<file path="config.mk">
export PLATFORM = sky130hd
export DESIGN_NAME = mem_stage
export DESIGN_NICKNAME = d
export VERILOG_FILES = /design/src/mem_stage_pkg.sv /design/src/mem_stage.sv /design/src/mem_result_merge.sv /design/src/store_align.sv /design/src/load_align.sv
export SDC_FILE = /design/constraint.sdc
export NUM_CORES = 1
export LEC_CHECK = 0
export ABC_AREA = 1
export BUFFER_PORTS_ARGS = -buffer_cell sky130_fd_sc_hd__buf_2
export CORE_AREA = 4 4 146 148
export CTS_BUF_LIST = sky130_fd_sc_hd__clkbuf_8
export CTS_CLUSTER_SIZE = 20
export DETAILED_ROUTE_END_ITERATION = 16
export DIE_AREA = 0 0 150 152
export GPL_TIMING_DRIVEN = 1
export SYNTH_ARGS = -nofsm -noshare
export SYNTH_HDL_FRONTEND = slang
export SYNTH_SLANG_ARGS = --single-unit
</file>
<file path="constraint.sdc">
create_clock -name clk -period 2.7 [get_ports clk]
set_input_delay 0 -clock clk [delete_from_list [all_inputs] [get_ports clk]]
set_output_delay 0 -clock clk [all_outputs]
set_load 0.03 [all_outputs]
</file>
<file path="src/mem_stage_pkg.sv">
`default_nettype none

package mem_stage_pkg;

    // data path widths
    localparam int reg_w      = 32;  // gpr and ram word
    localparam int reg_addr_w = 5;   // 32 gprs
    localparam int aluop_w    = 8;
    localparam int sel_w      = 4;   // one bit per byte lane, bit 3 = lowest address

    typedef logic [reg_w-1:0]      word_t;
    typedef logic [reg_addr_w-1:0] reg_addr_t;
    typedef logic [aluop_w-1:0]    aluop_t;
    typedef logic [sel_w-1:0]      sel_t;

    // one ram word, big-endian
    // b[3] and h[1] sit at the lowest address and carry the msb
    typedef union packed {
        logic [sel_w-1:0][7:0]       b;  // byte view
        logic [sel_w/2-1:0][15:0]    h;  // halfword view
        word_t                       w;  // whole word
    } mem_word_u;

    // idle code, ram untouched
    localparam aluop_t alu_nop_op = 8'b0000_0000;

    // loads
    localparam aluop_t alu_lb_op  = 8'b1110_0000;
    localparam aluop_t alu_lbu_op = 8'b1110_0100;
    localparam aluop_t alu_lh_op  = 8'b1110_0001;
    localparam aluop_t alu_lhu_op = 8'b1110_0101;
    localparam aluop_t alu_lw_op  = 8'b1110_0011;
    localparam aluop_t alu_ll_op  = 8'b1111_0000;  // load linked
    localparam aluop_t alu_lwl_op = 8'b1110_0010;  // unaligned, left part
    localparam aluop_t alu_lwr_op = 8'b1110_0110;  // unaligned, right part

    // stores
    localparam aluop_t alu_sb_op  = 8'b1110_1000;
    localparam aluop_t alu_sh_op  = 8'b1110_1001;
    localparam aluop_t alu_sw_op  = 8'b1110_1011;
    localparam aluop_t alu_sc_op  = 8'b1111_1000;  // store conditional
    localparam aluop_t alu_swl_op = 8'b1110_1010;
    localparam aluop_t alu_swr_op = 8'b1110_1110;

endpackage

`default_nettype wire
</file>
<file path="src/mem_stage.sv">
`timescale 1ns/1ps
`default_nettype none

module mem_stage (
    input  wire                           clk,
    input  wire                           reset_i,
    input  wire mem_stage_pkg::aluop_t    aluop_i,
    input  wire mem_stage_pkg::word_t     mem_addr_i,
    input  wire mem_stage_pkg::word_t     reg2_data_i,
    input  wire mem_stage_pkg::word_t     mem_data_i,
    input  wire mem_stage_pkg::word_t     alu_res_i,
    input  wire mem_stage_pkg::reg_addr_t waddr_i,
    input  wire                           reg_we_i,
    output wire mem_stage_pkg::word_t     mem_addr_o,
    output wire                           mem_ce_o,
    output wire                           mem_we_o,
    output wire mem_stage_pkg::sel_t      mem_sel_o,
    output wire mem_stage_pkg::word_t     mem_data_o,
    output wire mem_stage_pkg::reg_addr_t waddr_o,
    output wire                           reg_we_o,
    output wire mem_stage_pkg::word_t     wdata_o
);

    wire                       ld_hit, ld_word_addr, ld_link;
    wire mem_stage_pkg::sel_t  ld_sel;
    wire mem_stage_pkg::word_t ld_data;
    wire                       st_hit, st_word_addr, st_cond;
    wire mem_stage_pkg::sel_t  st_sel;
    wire mem_stage_pkg::word_t st_data;

    load_align load_align_i (
        .aluop_i        (aluop_i),
        .addr_lo_i      (mem_addr_i[1:0]),  // byte offset only
        .mem_data_i     (mem_data_i),
        .reg2_data_i    (reg2_data_i),
        .ld_hit_o       (ld_hit),
        .ld_sel_o       (ld_sel),
        .ld_data_o      (ld_data),
        .ld_word_addr_o (ld_word_addr),
        .ld_link_o      (ld_link)
    );

    store_align store_align_i (
        .aluop_i        (aluop_i),
        .addr_lo_i      (mem_addr_i[1:0]),
        .reg2_data_i    (reg2_data_i),
        .st_hit_o       (st_hit),
        .st_sel_o       (st_sel),
        .st_data_o      (st_data),
        .st_word_addr_o (st_word_addr),
        .st_cond_o      (st_cond)
    );

    mem_result_merge mem_result_merge_i (
        .clk            (clk),
        .reset_i        (reset_i),
        .ld_hit_i       (ld_hit),
        .ld_sel_i       (ld_sel),
        .ld_data_i      (ld_data),
        .ld_word_addr_i (ld_word_addr),
        .ld_link_i      (ld_link),
        .st_hit_i       (st_hit),
        .st_sel_i       (st_sel),
        .st_data_i      (st_data),
        .st_word_addr_i (st_word_addr),
        .st_cond_i      (st_cond),
        .mem_addr_i     (mem_addr_i),
        .alu_res_i      (alu_res_i),
        .waddr_i        (waddr_i),
        .reg_we_i       (reg_we_i),
        .mem_addr_o     (mem_addr_o),
        .mem_ce_o       (mem_ce_o),
        .mem_we_o       (mem_we_o),
        .mem_sel_o      (mem_sel_o),
        .mem_data_o     (mem_data_o),
        .waddr_o        (waddr_o),
        .reg_we_o       (reg_we_o),
        .wdata_o        (wdata_o)
    );

endmodule

`default_nettype wire

</file>
<file path="src/mem_result_merge.sv">
`timescale 1ns/1ps
`default_nettype none

module mem_result_merge (
    input  wire                          clk,
    input  wire                          reset_i,
    // load side
    input  wire                          ld_hit_i,
    input  wire mem_stage_pkg::sel_t     ld_sel_i,
    input  wire mem_stage_pkg::word_t    ld_data_i,
    input  wire                          ld_word_addr_i,
    input  wire                          ld_link_i,
    // store side
    input  wire                          st_hit_i,
    input  wire mem_stage_pkg::sel_t     st_sel_i,
    input  wire mem_stage_pkg::word_t    st_data_i,
    input  wire                          st_word_addr_i,
    input  wire                          st_cond_i,
    // from ex/mem
    input  wire mem_stage_pkg::word_t    mem_addr_i,
    input  wire mem_stage_pkg::word_t    alu_res_i,
    input  wire mem_stage_pkg::reg_addr_t waddr_i,
    input  wire                          reg_we_i,
    // ram request
    output mem_stage_pkg::word_t         mem_addr_o,
    output logic                         mem_ce_o,
    output logic                         mem_we_o,
    output mem_stage_pkg::sel_t          mem_sel_o,
    output mem_stage_pkg::word_t         mem_data_o,
    // mem/wb register
    output mem_stage_pkg::reg_addr_t     waddr_o,
    output logic                         reg_we_o,
    output mem_stage_pkg::word_t         wdata_o
);

    logic                 llbit_q;   // link bit
    logic                 sc_ok;     // sc with link still held
    logic                 st_go;     // store that really writes
    mem_stage_pkg::word_t wb_data;

    assign sc_ok = st_cond_i & llbit_q;
    assign st_go = st_hit_i & (~st_cond_i | llbit_q);  // failed sc leaves ram idle

    // ram held idle while in reset
    assign mem_ce_o   = ~reset_i & (ld_hit_i | st_go);
    assign mem_we_o   = ~reset_i & st_go;
    assign mem_sel_o  = reset_i  ? '0 :
                        ld_hit_i ? ld_sel_i :
                        st_go    ? st_sel_i : '0;
    assign mem_data_o = st_go ? st_data_i : '0;
    assign mem_addr_o = (ld_word_addr_i | st_word_addr_i) ? {mem_addr_i[31:2], 2'b00}
                                                          : mem_addr_i;

    // sc returns 1 on success, 0 otherwise
    assign wb_data = ld_hit_i  ? ld_data_i :
                     st_cond_i ? {{(mem_stage_pkg::reg_w-1){1'b0}}, sc_ok} :
                     alu_res_i;

    always_ff @(posedge clk) begin
        if (reset_i) begin
            reg_we_o <= 1'b0;
            wdata_o  <= '0;
            llbit_q  <= 1'b0;
        end else begin
            reg_we_o <= reg_we_i;
            wdata_o  <= wb_data;
            if (ld_link_i) begin
                llbit_q <= 1'b1;  // ll sets
            end else if (sc_ok) begin
                llbit_q <= 1'b0;  // consumed by sc
            end
        end
    end

    // mem/wb destination
    always_ff @(posedge clk) begin
        waddr_o <= waddr_i;
    end

endmodule

`default_nettype wire

</file>
<file path="src/store_align.sv">
`timescale 1ns/1ps
`default_nettype none

module store_align (
    input  wire mem_stage_pkg::aluop_t aluop_i,
    input  wire [1:0]                  addr_lo_i,
    input  wire mem_stage_pkg::word_t  reg2_data_i,    // rt, the data to store
    output logic                       st_hit_o,
    output mem_stage_pkg::sel_t        st_sel_o,
    output mem_stage_pkg::word_t       st_data_o,
    output logic                       st_word_addr_o, // swl/swr use aligned addr
    output logic                       st_cond_o       // sc, gated by link bit downstream
);

    mem_stage_pkg::mem_word_u wr_word;  // write word under construction

    always_comb begin
        st_hit_o       = 1'b1;
        st_sel_o       = '0;
        wr_word.w      = reg2_data_i;
        st_word_addr_o = 1'b0;
        st_cond_o      = 1'b0;
        case (aluop_i)
            mem_stage_pkg::alu_sb_op: begin
                wr_word.b = {4{reg2_data_i[7:0]}};  // same byte on every lane
                st_sel_o  = 4'b1000 >> addr_lo_i;
            end
            mem_stage_pkg::alu_sh_op: begin
                wr_word.h = {2{reg2_data_i[15:0]}};
                if (!addr_lo_i[0]) begin
                    st_sel_o = addr_lo_i[1] ? 4'b0011 : 4'b1100;
                end
                // odd offset: write enabled, nothing selected
            end
            mem_stage_pkg::alu_sw_op: begin
                if (addr_lo_i == 2'b00) begin
                    st_sel_o = 4'b1111;
                end
            end
            mem_stage_pkg::alu_sc_op: begin
                st_sel_o  = 4'b1111;  // full word, no alignment check
                st_cond_o = 1'b1;
            end
            mem_stage_pkg::alu_swl_op: begin
                st_word_addr_o = 1'b1;
                // top 4-n bytes of rt, right justified
                st_sel_o  = 4'b1111 >> addr_lo_i;
                wr_word.w = reg2_data_i >> {addr_lo_i, 3'b000};
            end
            mem_stage_pkg::alu_swr_op: begin
                st_word_addr_o = 1'b1;
                // low n+1 bytes of rt, left justified
                st_sel_o  = 4'b1111 << (~addr_lo_i);
                wr_word.w = reg2_data_i << {~addr_lo_i, 3'b000};
            end
            default: begin
                st_hit_o  = 1'b0;
                wr_word.w = '0;
            end
        endcase
    end

    assign st_data_o = wr_word.w;

endmodule

`default_nettype wire

</file>
<file path="src/load_align.sv">
`timescale 1ns/1ps
`default_nettype none

module load_align (
    input  wire mem_stage_pkg::aluop_t aluop_i,
    input  wire [1:0]                  addr_lo_i,      // byte offset in word
    input  wire mem_stage_pkg::word_t  mem_data_i,     // ram read word, same cycle
    input  wire mem_stage_pkg::word_t  reg2_data_i,    // old rt value for lwl/lwr
    output logic                       ld_hit_o,
    output mem_stage_pkg::sel_t        ld_sel_o,
    output mem_stage_pkg::word_t       ld_data_o,
    output logic                       ld_word_addr_o, // force addr[1:0] to 0
    output logic                       ld_link_o       // ll, sets link bit
);

    mem_stage_pkg::mem_word_u rd_word;
    logic [7:0]               rd_byte;   // addressed byte
    logic [15:0]              rd_half;   // addressed halfword
    logic                     half_ok;

    assign rd_word = mem_data_i;
    assign rd_byte = rd_word.b[~addr_lo_i];     // offset 0 -> lane 3 (msb)
    assign rd_half = rd_word.h[~addr_lo_i[1]];  // offset 0 -> upper half
    assign half_ok = ~addr_lo_i[0];             // offsets 0 and 2 only

    always_comb begin
        ld_hit_o       = 1'b1;
        ld_sel_o       = '0;
        ld_data_o      = '0;  // misaligned loads return zero
        ld_word_addr_o = 1'b0;
        ld_link_o      = 1'b0;
        case (aluop_i)
            mem_stage_pkg::alu_lb_op: begin
                ld_sel_o  = 4'b1000 >> addr_lo_i;
                ld_data_o = {{24{rd_byte[7]}}, rd_byte};  // sign extend
            end
            mem_stage_pkg::alu_lbu_op: begin
                ld_sel_o  = 4'b1000 >> addr_lo_i;
                ld_data_o = {24'b0, rd_byte};
            end
            mem_stage_pkg::alu_lh_op: begin
                if (half_ok) begin
                    ld_sel_o  = addr_lo_i[1] ? 4'b0011 : 4'b1100;
                    ld_data_o = {{16{rd_half[15]}}, rd_half};
                end
            end
            mem_stage_pkg::alu_lhu_op: begin
                if (half_ok) begin
                    ld_sel_o  = addr_lo_i[1] ? 4'b0011 : 4'b1100;
                    ld_data_o = {16'b0, rd_half};
                end
            end
            mem_stage_pkg::alu_lw_op: begin
                if (addr_lo_i == 2'b00) begin
                    ld_sel_o  = 4'b1111;
                    ld_data_o = rd_word.w;
                end
            end
            mem_stage_pkg::alu_ll_op: begin
                ld_sel_o  = 4'b1111;  // no alignment check
                ld_data_o = rd_word.w;
                ld_link_o = 1'b1;
            end
            mem_stage_pkg::alu_lwl_op: begin
                ld_word_addr_o = 1'b1;
                ld_sel_o       = 4'b1111;
                // low 4-n bytes of word go to the top of rt
                case (addr_lo_i)
                    2'b00:   ld_data_o = rd_word.w;
                    2'b01:   ld_data_o = {rd_word.w[23:0], reg2_data_i[7:0]};
                    2'b10:   ld_data_o = {rd_word.w[15:0], reg2_data_i[15:0]};
                    default: ld_data_o = {rd_word.w[7:0], reg2_data_i[23:0]};
                endcase
            end
            mem_stage_pkg::alu_lwr_op: begin
                ld_word_addr_o = 1'b1;
                ld_sel_o       = 4'b1111;
                // high n+1 bytes of word go to the bottom of rt
                case (addr_lo_i)
                    2'b00:   ld_data_o = {reg2_data_i[31:8], rd_word.w[31:24]};
                    2'b01:   ld_data_o = {reg2_data_i[31:16], rd_word.w[31:16]};
                    2'b10:   ld_data_o = {reg2_data_i[31:24], rd_word.w[31:8]};
                    default: ld_data_o = rd_word.w;
                endcase
            end
            default: begin
                ld_hit_o = 1'b0;  // not a load
            end
        endcase
    end

endmodule

`default_nettype wire

</file>
Word level (Yosys, flattened, before mapping)
Cells that the tools add are included.
- register bits: 39
- input bits: 144
- output and inout bits: 108
- word-level logic and storage cells: 79
- magnitude comparators: 2
- eq/ne operators: 16
- shifts and indexed selects: 5
- mux-type cells: 31
- bitwise logic cells: 11
- reductions and logical operators: 10
- operator list (kind ; count):
    32-bit one-hot mux with 8 select lines ; 1
    32-bit one-hot mux with 3 select lines ; 2
    32-bit two-way mux ; 5
    32-bit one-hot mux with 5 select lines ; 1
    8-bit equality test, second input constant ; 14
    16-bit two-way mux ; 3
    32-bit by 5-bit left shift with 32-bit output ; 1
    32-bit by 5-bit >> shifter with 32-bit output ; 1
    4-bit two-way mux ; 6
    4-bit one-hot mux with 6 select lines ; 1
    8-bit binary-select mux with 2-bit select ; 1
    4-bit one-hot mux with 4 select lines ; 1
    2-bit OR reduction ; 5
    1-bit two-way mux ; 8
    8-bit two-way mux ; 1
    8-bit OR reduction ; 1
    4-bit by 2-bit >> shifter with 4-bit output, first input constant ; 2
    6-bit OR reduction ; 1
    1-bit AND ; 4
    4-bit by 2-bit left shift with 4-bit output, first input constant ; 1
    2-bit by 3-bit less-than comparator with 1-bit output, second input constant ; 1
    1-bit inverter ; 3
    1-bit OR ; 3
    3-bit OR reduction ; 1
    other kinds (7) ; 7

Depth between registers and ports, before layout
- word-level depth: 8
- gate-level depth with buffers: 13
- mapped depth without buffers: 11

Hierarchy
From an unflattened synthesis, not the netlist that was laid out.
- cells, all modules: 1427
- area, all modules: 6982.9 µm²
- modules (own cells, without submodules) (module ; times used ; cells an instance ; area each (µm²) ; seq. area each (µm²)):
    load_align ; 1 ; 698 ; 3079.2 ; 0.0
    store_align ; 1 ; 455 ; 2037.0 ; 0.0
    mem_result_merge ; 1 ; 274 ; 1866.8 ; 780.7

Worst setup path before layout
No wires, ideal clock.
- path type: input-to-output
- from: input port aluop_i[4]
- to: output port mem_sel_o[0]
- arrival: 1.585 ns
- data required time: 2.700 ns
- slack: 1.115 ns
- stages on the path: 12
- buffers on the path: 1
- path through: inv_1 -> nand2_1 -> nor2_1 -> buf_4 -> nand2_2 -> nand2_1 -> nor2_2 -> nand2_4 -> nand2_2 -> nand2_1 -> inv_1 -> nor2_1
- longest elaborated chain between the ends: 8
- elaborated cells between the ends (all ways): 30
- classes of those cells: eq/ne: 14; mux: 8; bitwise: 3; reduce/logical: 5
- RTL lines (what ; line ; RTL):
    start: declaration ; mem_stage.sv:7 ; input wire mem_stage_pkg::aluop_t aluop_i,
    8-bit equality test ; store_align.sv:23 ; case (aluop_i)
    1-bit two-way mux ; store_align.sv:23 ;
    1-bit inverter ; mem_result_merge.sv:42 ; assign st_go = st_hit_i & (~st_cond_i | llbit_q);
    1-bit OR ; mem_result_merge.sv:42 ;
    1-bit AND ; mem_result_merge.sv:42 ;
    4-bit two-way mux ; mem_result_merge.sv:49 ; st_go ? st_sel_i : '0;
    4-bit two-way mux * ; mem_result_merge.sv:48 ; ld_hit_i ? ld_sel_i :
    4-bit two-way mux * ; mem_result_merge.sv:47 ; assign mem_sel_o = reset_i ? '0 :
    end: declaration ; mem_stage.sv:17 ; output wire mem_stage_pkg::sel_t mem_sel_o,
Every way passes the cells marked *; elsewhere a longest branch is shown, timed or not.

Worst setup path in the final report
Same ends and word-level chain as after synthesis.

==> reports/qor.yml <==
status:
  status: "finished clean"
sta:
  tns_ns: 0
  slew_viol_final: 0
  fin_crit_sh_pct: 78.9
  rsz0062_at_grt: "false"
  period_minus_slack_ns: 2.13
  tightestPinTransition_ns: 0.697
  max-slew-margin-rel_pct: 53.5
  fin_hold_ws_ns: 0.0000116
  hold_violations: 0
  clock_skew_ns: 0.00805
  max_freq_ghz: 0.469
  setup_viol: 0
floorplan:
  start_util_pct: 29.7
  ios: 252
  dieHeight_um: 152
  dieArea_um2: 22800
  row_count: 52
  coreArea_um2: 20000
  die_w_um: 150
finish:
  final_layout_size_suffix_gt1_share_pct: 20.5
  n_antenna_cell: 0
  areaGrowthSynthToFinish_pct: 27.0
  fin_nets: 1546
placed_design:
  portBuffers: 191
  globalplace.congestion: 1.02
  dpl.hpwl_mm: 23.1
worst_setup_path:
  required_ns: 2.70
  path_class: "input pin to primary output"
  cpLargestDelayFamily: "simple AND/OR/NAND/NOR gates"
  cp_cell_sequence: "buf_2 > inv_1 > nand2_1 > nor2_2 > buf_12 > nand2_1 > inv_1 > nor2_2 > nand2_4 > nand2_2 > nand2_1 > inv_1 > nor2_1 > buf_2"
  r2r_slack_ns: 1.82
  crit_path_start_kind: "input pin"
  cp.buffers_inverters: 6
  slowest_delay_ns: 0.40
  end_kind: "primary output"
  cp_max_fo: 32
  arrival_ns: 2.13
  slowest_stage: "nor2_2"
yosys:
  synth_flop_cell: "dfxtp_1"
  synth_area_um2: 5950
  seq_area_frac_synth_pct: 13.1
  ys_ff_latch: 39
  synthArstFlopShare_pct: 0
  yosys.area.top_type_share_pct: 26.0
  syn_inst: 1210
  synthDistinctLibCells: 31
  synthTopCellsByArea: "nand2_1, nor2_1, dfxtp_1"
  synth.avg_cell_area_um2: 4.92
  syn_nets: 1354
  synth.most_common_cell: "nand2_1"
  synth_common_cells: "nand2_1, nor2_1, nand3_1"
  synth_edf_count: 0
  yosys_warnings: 0
  synth_top_area_cell: "nand2_1"
clock_network:
  cts_made_buffers: 5
  cts.sinks: 39
  cts_tree: "done"
  clk_latency_ns: 0.31
  ctsHoldBuffers: 40
  cts-resized-gates: 0
  clk_path_buf_depth: 2
  ctsHtreeMaxLevel: 2
  cts-root-buf: "clkbuf_8"
  cts_setup_buffers: 0
detailed_routing:
  antenna_left: 0
  drt_wl_total_mm: 30.0
  dr.pass1.iters: 5
  avgRoutedWirePerCell_um: 17.9
  vias_per_cell: 5.13
  drtIter0Drc: 976
  route.detailed.drc: 0
  vias: 8576
global_route:
  gr-usage-all-layers_pct: 25.3
  antenna_found_initial: 1
  grt_max_degree: 39
  grt_overflow_total: 0
  grt_pass1_wl_mm: 45.6
  grt_pass1_vias: 8062
pwr:
  p_total_mw: 1.80
  p_leak_nw: 4.15
  peakVddDrop_uv: 140
  power_density_nw_per_um2: 238
flow_run:
  drv_cap: 0
worst_hold_path:
  min_path_type: "input pin to primary output"
==> cells in the final DEF (no fill, tap or decap), drive strengths merged, types with 7 or more instances in the layout <==
| cell type | n |
|---|---|
| a21oi | 56 |
| buf | 235 |
| dfxtp | 39 |
| dlygate4sd3 | 40 |
| inv | 113 |
| nand2 | 424 |
| nand3 | 114 |
| nand4 | 7 |
| nor2 | 221 |
| nor3 | 15 |
| o21ai | 107 |
==> state kept, by name, indices dropped and copies added, names as in the netlist <==
| name | count |
|---|---|
| mem_result_merge_i.wdata_o | 32 |
| mem_result_merge_i.llbit_q | 1 |
| mem_result_merge_i.reg_we_o | 1 |
| mem_result_merge_i.waddr_o | 5 |
==> power by group <==
part | total [mW] | switching, mW | internal [mW]
Sequential | 0.615 | 0.00747 | 0.607
Clock | 0.418 | 0.238 | 0.180
Combinational | 0.763 | 0.511 | 0.251
==> layout make-up <==
class                      instances  area, um2
inverter                         113        424
sequential                        39        781
clock buffer                       5       68.8
multi-input combinational        968       4200
clock inverter                     3       20.0
fill                            2322      12500
tap                              270        338
timing repair buffer             275       1720
==> logic make-up (layout without fill, tap and decap cells) <==
| family | count (synthesis) | in the layout | share of synthesized area [%] |
|---|---|---|---|
| compound gates | 182 | 182 | 16.2 |
| flops | 39 | 39 | 13.1 |
| simple gates | 786 | 786 | 54.3 |
| buf+inv | 203 | 396 | 16.4 |
==> stage by stage <==
stage                     area (um2)  utilization, %  setup WS [ns]  std cells
after floorplan                 5950               -           1.11       1210
after global placement          7070            35.3          0.628       1625
after detailed placement        7070            35.3          0.576       1625
after CTS                       7550            37.7          0.567       1673
after global routing            7550            37.7          0.357       1673
final                           7550            37.7          0.569       1673
==> layer usage <==
| metal | track usage [%] | up-vias | share of wire (%) | wire length (um) |
|---|---|---|---|---|
| met5 | 0 | - | 0 | 0 |
| met4 | 11.2 | 0 | 4.9 | 1480 |
| met3 | 4.77 | 95 | 11 | 3330 |
| met2 | 39.7 | 526 | 43 | 13000 |
| met1 | 33.6 | 3770 | 41 | 12200 |
| li1 | - | 4185 | - | - |
==> worst reg2reg max path: stages, from the launching register on <==
cell and delay [ns]:
dfxtp_1 0.34, o21ai_0 0.16, inv_1 0.11, o211ai_1 0.10, nand2_1 0.06
==> path summary, 6_finish.rpt <==
path,from,cells past startpoint,endpoint
max,aluop_i[4],14,mem_sel_o[0]
min,mem_addr_i[10],0,mem_addr_o[10]
max reg2reg,mem_result_merge_i.llbit_q$_SDFFE_PP0P_,4,mem_result_merge_i.wdata_o[0]$_SDFF_PP0_
min reg2reg,mem_result_merge_i.llbit_q$_SDFFE_PP0P_,2,mem_result_merge_i.llbit_q$_SDFFE_PP0P_
Note: power is estimated with default switching activity, not from simulation.
